[config.mk]
export PLATFORM = sky130hd
export DESIGN_NAME = fpu_top
export DESIGN_NICKNAME = d
export VERILOG_FILES = /design/src/rtl/fp_pkg.sv /design/src/rtl/regmap_pkg.sv /design/src/rtl/fpu_if.sv /design/src/rtl/fpu_csr.sv /design/src/rtl/fp_addsub.sv /design/src/rtl/fp_mul.sv /design/src/rtl/fpu_core.sv /design/src/rtl/fpu_top.sv
export SDC_FILE = /design/constraint.sdc
export NUM_CORES = 2
export LEC_CHECK = 0
export ABC_AREA = 1
export BUFFER_PORTS_ARGS = -buffer_cell sky130_fd_sc_hd__buf_4
export CORE_MARGIN = 1
export CORE_UTILIZATION = 55
export DETAILED_ROUTE_END_ITERATION = 8
export PLACE_DENSITY_LB_ADDON = 0.3
export SYNTH_ARGS = -nofsm -noshare
export SYNTH_HDL_FRONTEND = slang
export SYNTH_HIERARCHICAL = 1
export SYNTH_SLANG_ARGS = --single-unit
[constraint.sdc]
create_clock -name clk -period 11.4 [get_ports clk]
set_clock_uncertainty 0.05 [all_clocks]
set_input_delay 1.14 -clock clk [delete_from_list [all_inputs] [get_ports clk]]
set_output_delay 1.14 -clock clk [all_outputs]
set_load 0.005 [all_outputs]
[src/rtl/fp_pkg.sv]
`default_nettype none

package fp_pkg;

    localparam int fp_word_width = 32;
    localparam int exp_width     = 8;
    localparam int frac_width    = 23;

    localparam logic [exp_width-1:0]     exp_bias  = 8'd127;
    localparam logic [exp_width-1:0]     exp_max   = 8'hFF;
    localparam logic [fp_word_width-1:0] qnan_word = 32'h7FC0_0000;

    // IEEE 754 binary32 layout, sign in the top bit.
    typedef struct packed {
        logic                  sign;
        logic [exp_width-1:0]  exp;
        logic [frac_width-1:0] frac;
    } fp_fields_t;

    // Bit order matches status bits 8 down to 4.
    typedef struct packed {
        logic invalid;
        logic qnan_res;
        logic overflow;
        logic underflow;
        logic inexact;
    } fp_flags_t;

    typedef enum logic [4:0] {
        op_add = 5'd16,
        op_sub = 5'd17,
        op_mul = 5'd18,
        op_nop = 5'd22,
        op_slt = 5'd23
    } fp_op_t;

endpackage

`default_nettype wire

[src/rtl/regmap_pkg.sv]
`default_nettype none

package regmap_pkg;

    localparam int axi_addr_width = 5;
    localparam int axi_data_width = 32;

    localparam logic [axi_addr_width-1:0] reg_opa    = 5'h00;
    localparam logic [axi_addr_width-1:0] reg_opb    = 5'h04;
    localparam logic [axi_addr_width-1:0] reg_ctrl   = 5'h08;
    localparam logic [axi_addr_width-1:0] reg_status = 5'h0C;
    localparam logic [axi_addr_width-1:0] reg_result = 5'h10;

    localparam int ctrl_op_lsb = 0;  // Opcode sits in bits 4 to 0.
    localparam int ctrl_go_bit = 8;

    localparam int status_busy_bit  = 0;
    localparam int status_done_bit  = 1;
    localparam int status_flags_lsb = 4;

    localparam logic [1:0] resp_okay   = 2'b00;
    localparam logic [1:0] resp_slverr = 2'b10;

endpackage

`default_nettype wire

[src/rtl/fpu_if.sv]
`default_nettype none

interface fpu_if;
    import fp_pkg::*;

    fp_fields_t opa;
    fp_fields_t opb;
    fp_op_t     op;
    logic       start;  // One cycle per issued operation.

    logic [fp_word_width-1:0] result;
    fp_flags_t                flags;
    logic                     done;

    modport csr (
        output opa, opb, op, start,
        input  result, flags, done
    );

    modport core (
        input  opa, opb, op, start,
        output result, flags, done
    );

endinterface

`default_nettype wire

[src/rtl/fpu_csr.sv]
`default_nettype none

module fpu_csr (
    input  logic                                    clk,
    input  logic                                    rst_n,
    input  logic [regmap_pkg::axi_addr_width-1:0]   s_axi_awaddr,
    input  logic                                    s_axi_awvalid,
    output logic                                    s_axi_awready,
    input  logic [regmap_pkg::axi_data_width-1:0]   s_axi_wdata,
    input  logic [regmap_pkg::axi_data_width/8-1:0] s_axi_wstrb,
    input  logic                                    s_axi_wvalid,
    output logic                                    s_axi_wready,
    output logic [1:0]                              s_axi_bresp,
    output logic                                    s_axi_bvalid,
    input  logic                                    s_axi_bready,
    input  logic [regmap_pkg::axi_addr_width-1:0]   s_axi_araddr,
    input  logic                                    s_axi_arvalid,
    output logic                                    s_axi_arready,
    output logic [regmap_pkg::axi_data_width-1:0]   s_axi_rdata,
    output logic [1:0]                              s_axi_rresp,
    output logic                                    s_axi_rvalid,
    input  logic                                    s_axi_rready,
    fpu_if.csr                                      bus
);
    import regmap_pkg::*;
    import fp_pkg::*;

    logic                        aw_hold;
    logic                        w_hold;
    logic [axi_addr_width-1:0]   awaddr_q;
    logic [axi_data_width-1:0]   wdata_q;
    logic [axi_data_width/8-1:0] wstrb_q;
    logic                        aw_fire;
    logic                        w_fire;
    logic                        have_aw;
    logic                        have_w;
    logic                        wr_commit;
    logic                        bvalid_nxt;
    logic                        ar_fire;
    logic                        rvalid_nxt;
    logic [axi_addr_width-1:0]   wr_addr;
    logic [axi_data_width-1:0]   wr_data;
    logic [axi_data_width/8-1:0] wr_strb;
    logic [axi_data_width-1:0]   ctrl_wr;
    logic [axi_data_width-1:0]   rd_word;
    logic                        wr_err;
    logic                        rd_err;
    logic                        issue;
    logic                        op_ok;
    fp_fields_t                  opa_q;
    fp_fields_t                  opb_q;
    logic [axi_data_width-1:0]   ctrl_q;
    logic [axi_data_width-1:0]   result_q;
    fp_op_t                      op_q;
    fp_flags_t                   flags_q;
    logic                        busy;
    logic                        done_q;

    function automatic logic [axi_data_width-1:0] merge_bytes(
        input logic [axi_data_width-1:0]   old_word,
        input logic [axi_data_width-1:0]   new_word,
        input logic [axi_data_width/8-1:0] strb
    );
        logic [axi_data_width-1:0] word;
        word = old_word;
        for (int i = 0; i < axi_data_width / 8; i++) begin
            if (strb[i]) word[8*i +: 8] = new_word[8*i +: 8];
        end
        return word;
    endfunction

    // Address and data may come in either order, the write lands when both are here.
    assign aw_fire    = s_axi_awvalid && s_axi_awready;
    assign w_fire     = s_axi_wvalid && s_axi_wready;
    assign have_aw    = aw_hold || aw_fire;
    assign have_w     = w_hold || w_fire;
    assign wr_commit  = have_aw && have_w;
    assign bvalid_nxt = wr_commit || (s_axi_bvalid && !s_axi_bready);
    assign wr_addr    = aw_hold ? awaddr_q : s_axi_awaddr;
    assign wr_data    = w_hold ? wdata_q : s_axi_wdata;
    assign wr_strb    = w_hold ? wstrb_q : s_axi_wstrb;
    assign ctrl_wr    = merge_bytes(ctrl_q, wr_data, wr_strb);

    assign bus.opa = opa_q;
    assign bus.opb = opb_q;
    assign bus.op  = op_q;

    always_comb begin
        case (ctrl_wr[ctrl_op_lsb +: $bits(fp_op_t)])
            op_add, op_sub, op_mul, op_nop, op_slt: op_ok = 1'b1;
            default: op_ok = 1'b0;
        endcase
        wr_err = 1'b1;
        issue  = 1'b0;
        case (wr_addr)
            reg_opa, reg_opb: wr_err = 1'b0;
            reg_ctrl: begin
                if (!ctrl_wr[ctrl_go_bit]) begin
                    wr_err = 1'b0;
                end else if (!busy && op_ok) begin
                    wr_err = 1'b0;
                    issue  = 1'b1;
                end
            end
            default: wr_err = 1'b1;  // Status, result and holes are not writable.
        endcase
    end

    always_ff @(posedge clk or negedge rst_n) begin
        if (!rst_n) begin
            aw_hold       <= 1'b0;
            w_hold        <= 1'b0;
            s_axi_awready <= 1'b0;
            s_axi_wready  <= 1'b0;
            s_axi_bvalid  <= 1'b0;
            s_axi_bresp   <= resp_okay;
        end else begin
            aw_hold       <= have_aw && !wr_commit;
            w_hold        <= have_w && !wr_commit;
            s_axi_awready <= !(have_aw && !wr_commit) && !bvalid_nxt;
            s_axi_wready  <= !(have_w && !wr_commit) && !bvalid_nxt;
            s_axi_bvalid  <= bvalid_nxt;
            if (wr_commit) s_axi_bresp <= wr_err ? resp_slverr : resp_okay;
        end
    end

    always_ff @(posedge clk) begin
        if (aw_fire) awaddr_q <= s_axi_awaddr;
        if (w_fire) begin
            wdata_q <= s_axi_wdata;
            wstrb_q <= s_axi_wstrb;
        end
    end

    always_ff @(posedge clk or negedge rst_n) begin
        if (!rst_n) begin
            opa_q     <= '0;
            opb_q     <= '0;
            ctrl_q    <= '0;
            op_q      <= op_nop;
            result_q  <= '0;
            flags_q   <= '0;
            busy      <= 1'b0;
            done_q    <= 1'b0;
            bus.start <= 1'b0;
        end else begin
            bus.start <= wr_commit && issue;
            if (wr_commit && !wr_err) begin
                case (wr_addr)
                    reg_opa: opa_q <= merge_bytes(opa_q, wr_data, wr_strb);
                    reg_opb: opb_q <= merge_bytes(opb_q, wr_data, wr_strb);
                    reg_ctrl: begin
                        ctrl_q              <= ctrl_wr;
                        ctrl_q[ctrl_go_bit] <= 1'b0;  // Go is a command and reads back as 0.
                    end
                    default: ;
                endcase
            end
            if (wr_commit && issue) begin
                op_q   <= fp_op_t'(ctrl_wr[ctrl_op_lsb +: $bits(fp_op_t)]);
                busy   <= 1'b1;
                done_q <= 1'b0;
            end else if (bus.done) begin
                result_q <= bus.result;
                flags_q  <= bus.flags;
                busy     <= 1'b0;
                done_q   <= 1'b1;
            end
        end
    end

    assign ar_fire    = s_axi_arvalid && s_axi_arready;
    assign rvalid_nxt = ar_fire || (s_axi_rvalid && !s_axi_rready);

    always_comb begin
        rd_word = '0;
        rd_err  = 1'b0;
        case (s_axi_araddr)
            reg_opa:    rd_word = opa_q;
            reg_opb:    rd_word = opb_q;
            reg_ctrl:   rd_word = ctrl_q;
            reg_result: rd_word = result_q;
            reg_status: begin
                rd_word[status_busy_bit]                         = busy;
                rd_word[status_done_bit]                         = done_q;
                rd_word[status_flags_lsb +: $bits(fp_flags_t)]   = flags_q;
            end
            default: rd_err = 1'b1;
        endcase
    end

    always_ff @(posedge clk or negedge rst_n) begin
        if (!rst_n) begin
            s_axi_arready <= 1'b0;
            s_axi_rvalid  <= 1'b0;
            s_axi_rdata   <= '0;
            s_axi_rresp   <= resp_okay;
        end else begin
            s_axi_rvalid  <= rvalid_nxt;
            s_axi_arready <= !rvalid_nxt;
            if (ar_fire) begin
                s_axi_rdata <= rd_word;  // Held while rready is low.
                s_axi_rresp <= rd_err ? resp_slverr : resp_okay;
            end
        end
    end

endmodule

`default_nettype wire

[src/rtl/fp_addsub.sv]
`default_nettype none

module fp_addsub (
    input  fp_pkg::fp_fields_t a,
    input  fp_pkg::fp_fields_t b,
    input  logic               subtract,
    output fp_pkg::fp_fields_t result,
    output fp_pkg::fp_flags_t  flags
);
    import fp_pkg::*;

    fp_fields_t              b_eff;
    fp_fields_t              big;
    fp_fields_t              little;
    logic [exp_width-1:0]    exp_diff;
    logic [2*frac_width+1:0] small_ext;
    logic [frac_width:0]     small_man;
    logic                    lost;
    logic [frac_width+1:0]   man_sum;
    logic [frac_width:0]     man_norm;
    logic [4:0]              lz;

    always_comb begin
        b_eff      = b;
        b_eff.sign = b.sign ^ subtract;

        // The larger magnitude leads, so the difference never goes negative.
        if ({a.exp, a.frac} >= {b.exp, b.frac}) begin
            big    = a;
            little = b_eff;
        end else begin
            big    = b_eff;
            little = a;
        end

        exp_diff  = big.exp - little.exp;
        small_ext = {1'b1, little.frac, {(frac_width + 1){1'b0}}} >> exp_diff;
        small_man = small_ext[2*frac_width+1 -: frac_width+1];
        lost      = (|small_ext[frac_width:0]) || (exp_diff > 8'd47);  // Bits shifted off.

        if (big.sign == little.sign) begin
            man_sum = {2'b01, big.frac} + {1'b0, small_man};
        end else begin
            man_sum = {2'b01, big.frac} - {1'b0, small_man};
        end

        lz = '0;
        for (int i = 0; i <= frac_width; i++) begin
            if (man_sum[i]) lz = 5'(frac_width - i);  // Highest set bit wins.
        end
        man_norm = man_sum[frac_width:0] << lz;

        flags = '0;
        if ({b.exp, b.frac} == '0) begin
            result = a;
        end else if ({a.exp, a.frac} == '0) begin
            result = b_eff;
        end else if (man_sum == '0) begin
            result = '0;  // Exact cancellation is +0.
        end else if (man_sum[frac_width+1]) begin
            flags.inexact = lost || man_sum[0];
            if (big.exp >= exp_max - 8'd1) begin
                flags.overflow = 1'b1;
                result         = {big.sign, exp_max, {frac_width{1'b0}}};
            end else begin
                result = {big.sign, big.exp + 8'd1, man_sum[frac_width:1]};
            end
        end else begin
            flags.inexact = lost;
            if ({3'b000, lz} >= big.exp) begin
                flags.underflow = 1'b1;
                result          = {big.sign, {(exp_width + frac_width){1'b0}}};
            end else begin
                result = {big.sign, big.exp - {3'b000, lz}, man_norm[frac_width-1:0]};
            end
        end
    end

endmodule

`default_nettype wire

[src/rtl/fp_mul.sv]
`default_nettype none

module fp_mul (
    input  fp_pkg::fp_fields_t a,
    input  fp_pkg::fp_fields_t b,
    output fp_pkg::fp_fields_t result,
    output fp_pkg::fp_flags_t  flags
);
    import fp_pkg::*;

    logic                    sign;
    logic                    sticky;
    logic [2*frac_width+1:0] product;
    logic [frac_width:0]     man;
    logic [exp_width+1:0]    exp_adj;
    logic [exp_width+1:0]    exp_n;

    always_comb begin
        sign    = a.sign ^ b.sign;
        product = {1'b1, a.frac} * {1'b1, b.frac};
        exp_adj = {2'b00, a.exp} + {2'b00, b.exp};

        // A product of 2.0 or more needs one right shift.
        if (product[2*frac_width+1]) begin
            man     = product[2*frac_width+1 -: frac_width+1];
            sticky  = |product[frac_width:0];
            exp_adj = exp_adj + 10'd1;
        end else begin
            man    = product[2*frac_width -: frac_width+1];
            sticky = |product[frac_width-1:0];
        end
        exp_n = exp_adj - {2'b00, exp_bias};

        flags = '0;
        if ({a.exp, a.frac} == '0 || {b.exp, b.frac} == '0) begin
            result = {sign, {(exp_width + frac_width){1'b0}}};
        end else if (exp_adj <= {2'b00, exp_bias}) begin
            flags.underflow = 1'b1;
            flags.inexact   = sticky;
            result          = {sign, {(exp_width + frac_width){1'b0}}};
        end else if (exp_n >= {2'b00, exp_max}) begin
            flags.overflow = 1'b1;
            flags.inexact  = sticky;
            result         = {sign, exp_max, {frac_width{1'b0}}};
        end else begin
            flags.inexact = sticky;
            result        = {sign, exp_n[exp_width-1:0], man[frac_width-1:0]};
        end
    end

endmodule

`default_nettype wire

[src/rtl/fpu_core.sv]
`default_nettype none

module fpu_core (
    input logic clk,
    input logic rst_n,
    fpu_if.core bus
);
    import fp_pkg::*;

    fp_fields_t a_q;
    fp_fields_t b_q;
    fp_op_t     op_q;
    logic       valid_q;
    fp_fields_t add_res;
    fp_fields_t mul_res;
    fp_flags_t  add_flags;
    fp_flags_t  mul_flags;
    fp_fields_t res_d;
    fp_flags_t  flags_d;
    logic       a_nan;
    logic       b_nan;
    logic       inf_times_zero;
    logic       a_lt_b;

    always_ff @(posedge clk or negedge rst_n) begin
        if (!rst_n) begin
            valid_q <= 1'b0;
            op_q    <= op_nop;
        end else begin
            valid_q <= bus.start;
            if (bus.start) op_q <= bus.op;
        end
    end

    always_ff @(posedge clk) begin
        if (bus.start) begin
            a_q <= bus.opa;
            b_q <= bus.opb;
        end
    end

    fp_addsub u_addsub (
        .a        (a_q),
        .b        (b_q),
        .subtract (op_q == op_sub),
        .result   (add_res),
        .flags    (add_flags)
    );

    fp_mul u_mul (
        .a      (a_q),
        .b      (b_q),
        .result (mul_res),
        .flags  (mul_flags)
    );

    assign a_nan = (a_q.exp == exp_max) && (a_q.frac != '0);
    assign b_nan = (b_q.exp == exp_max) && (b_q.frac != '0);
    // A NaN paired with zero is already invalid, so only the exponent is checked.
    assign inf_times_zero = ((a_q.exp == exp_max) && ({b_q.exp, b_q.frac} == '0)) ||
                            ((b_q.exp == exp_max) && ({a_q.exp, a_q.frac} == '0));

    always_comb begin
        if (a_q.sign != b_q.sign) begin
            a_lt_b = a_q.sign;
        end else if (!a_q.sign) begin
            a_lt_b = {a_q.exp, a_q.frac} < {b_q.exp, b_q.frac};
        end else begin
            a_lt_b = {a_q.exp, a_q.frac} > {b_q.exp, b_q.frac};  // Two negatives order backwards.
        end
    end

    always_comb begin
        flags_d = '0;
        if (op_q == op_nop) begin
            res_d = a_q;
        end else if (op_q == op_slt) begin
            res_d = fp_fields_t'({{(fp_word_width - 1){1'b0}}, a_lt_b});
        end else if (a_nan || b_nan || (op_q == op_mul && inf_times_zero)) begin
            res_d           = qnan_word;
            flags_d.invalid = 1'b1;
        end else if (op_q == op_mul) begin
            res_d   = mul_res;
            flags_d = mul_flags;
        end else begin
            res_d   = add_res;
            flags_d = add_flags;
        end
        if (!flags_d.invalid && res_d.exp == exp_max && res_d.frac != '0) begin
            flags_d.qnan_res = 1'b1;
        end
    end

    always_ff @(posedge clk or negedge rst_n) begin
        if (!rst_n) begin
            bus.done <= 1'b0;
        end else begin
            bus.done <= valid_q;
        end
    end

    always_ff @(posedge clk) begin
        if (valid_q) begin
            bus.result <= res_d;
            bus.flags  <= flags_d;
        end
    end

endmodule

`default_nettype wire

[src/rtl/fpu_top.sv]
`default_nettype none

module fpu_top (
    input  logic                                    clk,
    input  logic                                    rst_n,
    input  logic [regmap_pkg::axi_addr_width-1:0]   s_axi_awaddr,
    input  logic                                    s_axi_awvalid,
    output logic                                    s_axi_awready,
    input  logic [regmap_pkg::axi_data_width-1:0]   s_axi_wdata,
    input  logic [regmap_pkg::axi_data_width/8-1:0] s_axi_wstrb,
    input  logic                                    s_axi_wvalid,
    output logic                                    s_axi_wready,
    output logic [1:0]                              s_axi_bresp,
    output logic                                    s_axi_bvalid,
    input  logic                                    s_axi_bready,
    input  logic [regmap_pkg::axi_addr_width-1:0]   s_axi_araddr,
    input  logic                                    s_axi_arvalid,
    output logic                                    s_axi_arready,
    output logic [regmap_pkg::axi_data_width-1:0]   s_axi_rdata,
    output logic [1:0]                              s_axi_rresp,
    output logic                                    s_axi_rvalid,
    input  logic                                    s_axi_rready
);

    fpu_if bus ();

    fpu_csr u_csr (
        .clk           (clk),
        .rst_n         (rst_n),
        .s_axi_awaddr  (s_axi_awaddr),
        .s_axi_awvalid (s_axi_awvalid),
        .s_axi_awready (s_axi_awready),
        .s_axi_wdata   (s_axi_wdata),
        .s_axi_wstrb   (s_axi_wstrb),
        .s_axi_wvalid  (s_axi_wvalid),
        .s_axi_wready  (s_axi_wready),
        .s_axi_bresp   (s_axi_bresp),
        .s_axi_bvalid  (s_axi_bvalid),
        .s_axi_bready  (s_axi_bready),
        .s_axi_araddr  (s_axi_araddr),
        .s_axi_arvalid (s_axi_arvalid),
        .s_axi_arready (s_axi_arready),
        .s_axi_rdata   (s_axi_rdata),
        .s_axi_rresp   (s_axi_rresp),
        .s_axi_rvalid  (s_axi_rvalid),
        .s_axi_rready  (s_axi_rready),
        .bus           (bus.csr)
    );

    fpu_core u_core (
        .clk   (clk),
        .rst_n (rst_n),
        .bus   (bus.core)
    );

endmodule

`default_nettype wire

; ---- Yosys cells after proc, flatten, opt, wreduce, memory -nomap -nowiden
; Cells that the tools add are included.
[totals]
wordCells = 251
romBits = 0
ramBits = 0
input_bits = 53
latchBits = 0
memories = 0
out_inout_bits = 41
reg_bits = 332
[classes]
magnitude_cmp = 8
multipliers = 1
add_sub_neg = 8
reduce_logical = 70
div = 0
eq_ne = 20
mux = 84
shift = 2
bitwise_logic = 3
[ops]
columns = operator, count
row1 = 2-to-1 mux 32 bit, 10
row2 = 2-to-1 mux 31 bit, 6
row3 = 2-to-1 mux 5 bit, 28
row4 = case mux 23 bit (4 select lines), 1
row5 = nonzero test 23 bit, 3
row6 = zero test 31 bit, 2
row7 = equality test 5 bit (second input constant), 10
row8 = multiplier 24 x 24 -> 48 bit, 1
row9 = OR reduction 24 bit, 2
row10 = >> shifter 48 x 8 -> 48 bit, 1
row11 = AND reduction 3 bit, 12
row12 = greater-or-equal comparator 31 bit, 1
row13 = greater-than comparator 31 bit, 1
row14 = less-than comparator 31 bit, 1
row15 = adder 24 x 24 -> 25 bit, 1
row16 = zero test 25 bit, 1
row17 = 2-to-1 mux 25 bit, 1
row18 = case mux 5 bit (5 select lines), 1
row19 = subtractor 24 x 24 -> 25 bit, 1
row20 = equality test 8 bit (second input constant), 3
row21 = << shifter 24 x 5 -> 23 bit, 1
row22 = 2-to-1 mux 1 bit, 23
row23 = 2-to-1 mux 23 bit, 1
row24 = OR reduction 23 bit, 1
row25 = other kinds (33), 83

; ---- Logic depth before layout (Yosys ltp)
[depth]
word_depth = 44
ltp_mapped = 88
depth_no_buf = 86

; ---- Hierarchy
; The synthesis kept the hierarchy.
[modules_own_cells]
columns = mod, cells_per_inst, area_per_inst_um2, instances
row1 = fp_mul, 2852, 21200.3, 1
row2 = fpu_csr, 1118, 9815.7, 1
row3 = fp_addsub, 1588, 8348.0, 1
row4 = fpu_core, 628, 5754.3, 1

; ---- Worst setup path after synthesis
; Ideal clock, no wire load.
[synth_path]
kind = register -> register
from = register u_core/a_q[26] (netlist name)
to = register, netlist name u_core/bus.flags[3]
stages_incl_launch_ff = 87
period_less_slack_ps = 9767
slack_ps = 1633
t_arrival_ps = 9465
cell_sequence = edfxtp_1 ha_1 buf_2 nand2_1 nand2_1 nand2_1 nand3_1 nor2_1 nand2_1 nor2_4 nand2_4 buf_6 nand2_1 nand2_1 nand3_1 nand2_2 a21oi_4 nand2_2 [51 not listed] nor4_1 inv_1 nand2_2 nor2_4 nand2_2 o22ai_1 nand2_1 a22oi_1 nand2_1 nand2_1 nand4_1 nand2_1 nor2_2 nand3_1 nor2_1 nand3_1 nand2_1 nand2_1
[synth_rtl]
columns = element, line
row1 = from (decl), fpu_core.sv:10  ; fp_fields_t a_q;
row2 = from (signal assigned), fpu_core.sv:37  ; a_q <= bus.opa;

==> impl_metrics.ini <==
[placement]
pre_cts_ws_ns = 0.122
hpwl_um = 112000
placedCellCount = 7222
io_buffers = 91
gp_congestion = 1.06

[yosys]
ys_async_sr_fraction_pct = 57.0
synth_top_area_share_pct = 21.5
yosysWarnings = 6
yosysMostFrequentCell = nand2_1
ys_ff_latch = 330
syn_inst = 6186
synth.avg_cell_area_um2 = 7.29
yosys.area.top_type = fa_1
ys_types = 80
synth_commonest_cells = nand2_1 (1,980), inv_1 (1,125), fa_1 (485)
yosysSeqAreaShare_pct = 19.9
ys.flop_type = dfrtp_1
synth_area_leaders = fa_1 (22%), nand2_1 (16%), dfrtp_1 (10%)
synth_area_mm2 = 0.0451
synth_edf_count = 142

[sta]
fin_crit_ns = 10.68
whs_ns = 0.413
min_period_over_period_pct = 93.7
final-setup-viol-count = 0
slew_viol_final = 0
fmax_mhz = 93.6
relSlewSlack_pct = 16.1
hold_violations = 0
worst_slack_ns = 0.721
worst_pin_slew_ns = 1.26
fin_setup_tns_ns = 0

[floorplan]
fp.coreArea_mm2 = 0.0808
rows = 104
dieHeight_um = 288
die_area_mm2 = 0.0832
io_pins = 94
initial_core_util_pct = 55.8
die_x_um = 288

[clock_network]
clk_pin_slew_worst_paths_ns = 0.06
cts_root_buf = clkbuf_16
cts_buffer_depth = 3
numCtsBuffers = 35
clkLatencyLatePin_ns = 0.56
clock_sinks = 330
htreeDepth = 2
cts_tree = built

[setup_path]
crit_fanout = 12
slowest_delay_ns = 0.47
path_buf_inv = 10
crit_type = reg -> reg
crit_path_end_kind = register
path_common_cell = nand2_1
required_ns = 11.66
slowest_stage = edfxtp_1
startpoint_type = register
ff2ff_path_depth = 79
cp.arrival_ns = 10.94
crit_family = simple AND/OR/NAND/NOR gates
cp.depth = 79

[final_layout]
area_delta_synth_final_pct = 6.94
n_fill_cell = 7472
fin_util_pct = 59.7
final_nets = 7019
final_layout_size_suffix_gt1_share_pct = 8.86
layoutNonFillerInstCount = 7290

[route]
viasPerCell = 5.81
routedWlPerCell_um = 21.1
wl_um = 154000
vias = 42400
ant_nets = 0
drc = 0
drt_iter0_drc = 4481
first_pass_iters = 8

[grt]
grt_pass1_vias = 41200
antenna_found_initial = 8
grt_pass1_wl_um = 236000
grt_use_total_pct = 37.0
grt_max_degree = 117
overflow = 0

[worst_hold_path]
worstHoldPathCells = 1
hold_class = reg -> reg

[outcome]
outcome = completed

[power]
ir_drop_mv = 0.210
leakagePower_nw = 27.3
power.density_mw_per_mm2 = 58.7

[job]
drv_cap = 0
## report_power, final
| group | leakage (nW) | switching [mW] | internal (mW) | total [mW] |
|---|---|---|---|---|
| Combinational | 23.0 | 0.233 | 0.0804 | 0.314 |
| Sequential | 3.73 | 0.0333 | 1.31 | 1.34 |
| Clock | 0.572 | 0.522 | 0.657 | 1.18 |
| Total | 27.3 | 0.789 | 2.04 | 2.83 |
## registers in the layout, indices dropped and copies added (netlist names), 31 cells and up
name,cells
u_core/a_q,32
u_csr/s_axi_rdata,32
u_core/b_q,32
u_csr/bus.opa,32
u_csr/wdata_q,32
u_csr/ctrl_q,31
u_csr/bus.opb,32
u_core/bus.result,32
u_csr/result_q,32
## area by class of cell
cell class | count | area (um^2) | share of cell area (%)
Inverter | 1167 | 4390 | 9.10
Clock buffer | 43 | 956 | 1.98
Clock inverter | 20 | 239 | 0.495
Antenna cell | 1 | 2.50 | 0.00519
Multi-Input combinational cell | 4433 | 30600 | 63.3
Sequential cell | 330 | 8980 | 18.6
Tap cell | 1060 | 1330 | 2.75
Timing Repair Buffer | 236 | 1790 | 3.72
## layer usage
| metal | wire length, um | global-route usage [%] | share of wire [%] | vias to the layer above |
|---|---|---|---|---|
| li1 | - | - | - | 19200 |
| met3 | 16200 | 8.40 | 11 | 524 |
| met2 | 69100 | 58.6 | 45 | 2385 |
| met1 | 59700 | 47.9 | 39 | 20200 |
| met4 | 8890 | 18.5 | 5.8 | 10 |
| met5 | 64 | 0 | 0.042 | - |
## final timing paths
path | startpoint | to | slack [ns]
max | u_core/b_q[29] | u_core/bus.flags[3] | 0.72
min | u_csr/s_axi_rvalid | u_csr/s_axi_arready | 0.41
max reg2reg | u_core/b_q[29] | u_core/bus.flags[3] | 0.72
min reg2reg | u_csr/s_axi_rvalid | u_csr/s_axi_arready | 0.41
max in group asynchronous | rst_n | u_csr/bus.start | 9.05
min in group asynchronous | rst_n | u_csr/bus.opb[16] | 0.69
## logic make-up (layout without fill, tap and decap cells)
| kind of cell | after synthesis | count (layout) | share of synthesized area [%] |
|---|---|---|---|
| XOR/XNOR | 104 | 104 | 2.07 |
| multiplexers | 1 | 1 | 0.0222 |
| buffers and inverters | 1426 | 1466 | 12.6 |
| AND/OR/NAND/NOR | 3041 | 3041 | 29.6 |
| flip-flops | 330 | 330 | 19.9 |
| other | 3 | 7 | 0.0250 |
| AO/OA/AOI/OAI | 518 | 518 | 6.62 |
| adder cells (fa/ha/maj) | 763 | 763 | 29.2 |
## layout by cell type (no fill, tap or decap), drive strengths merged, types with 5 or more instances in the layout
master	n
nand3b	11
inv	1159
a21oi	211
nand3	401
o2111ai	6
o211ai	14
a221oi	29
a22oi	10
o21a	6
nor2	319
nor3	30
dfrtp	182
buf	235
o21ai	184
nor4	42
o22ai	9
xor2	70
a21o	9
nand4	166
ha	278
conb	6
dfstp	6
clkbuf	44
o21bai	8
clkinvlp	5
a31oi	10
xnor2	34
edfxtp	142
or2	9
fa	485
nand2	2056
clkinv	21
## metrics by stage
step	power [mW]	area, um^2
6_report	2.83	48200
5_1_grt	2.93	48200
4_1_cts	2.85	48200
3_5_place_dp	1.67	47000
3_3_place_gp	1.67	47000
2_1_floorplan	1.56	45100
## what timing repair did
action | in CTS | in global routing
gates resized for setup | 0 | 20
setup endpoints to repair | 0 | 33
buffers inserted | 0 | 4
hold buffers | 0 | 0
Note: power is estimated with default switching activity, not from simulation.
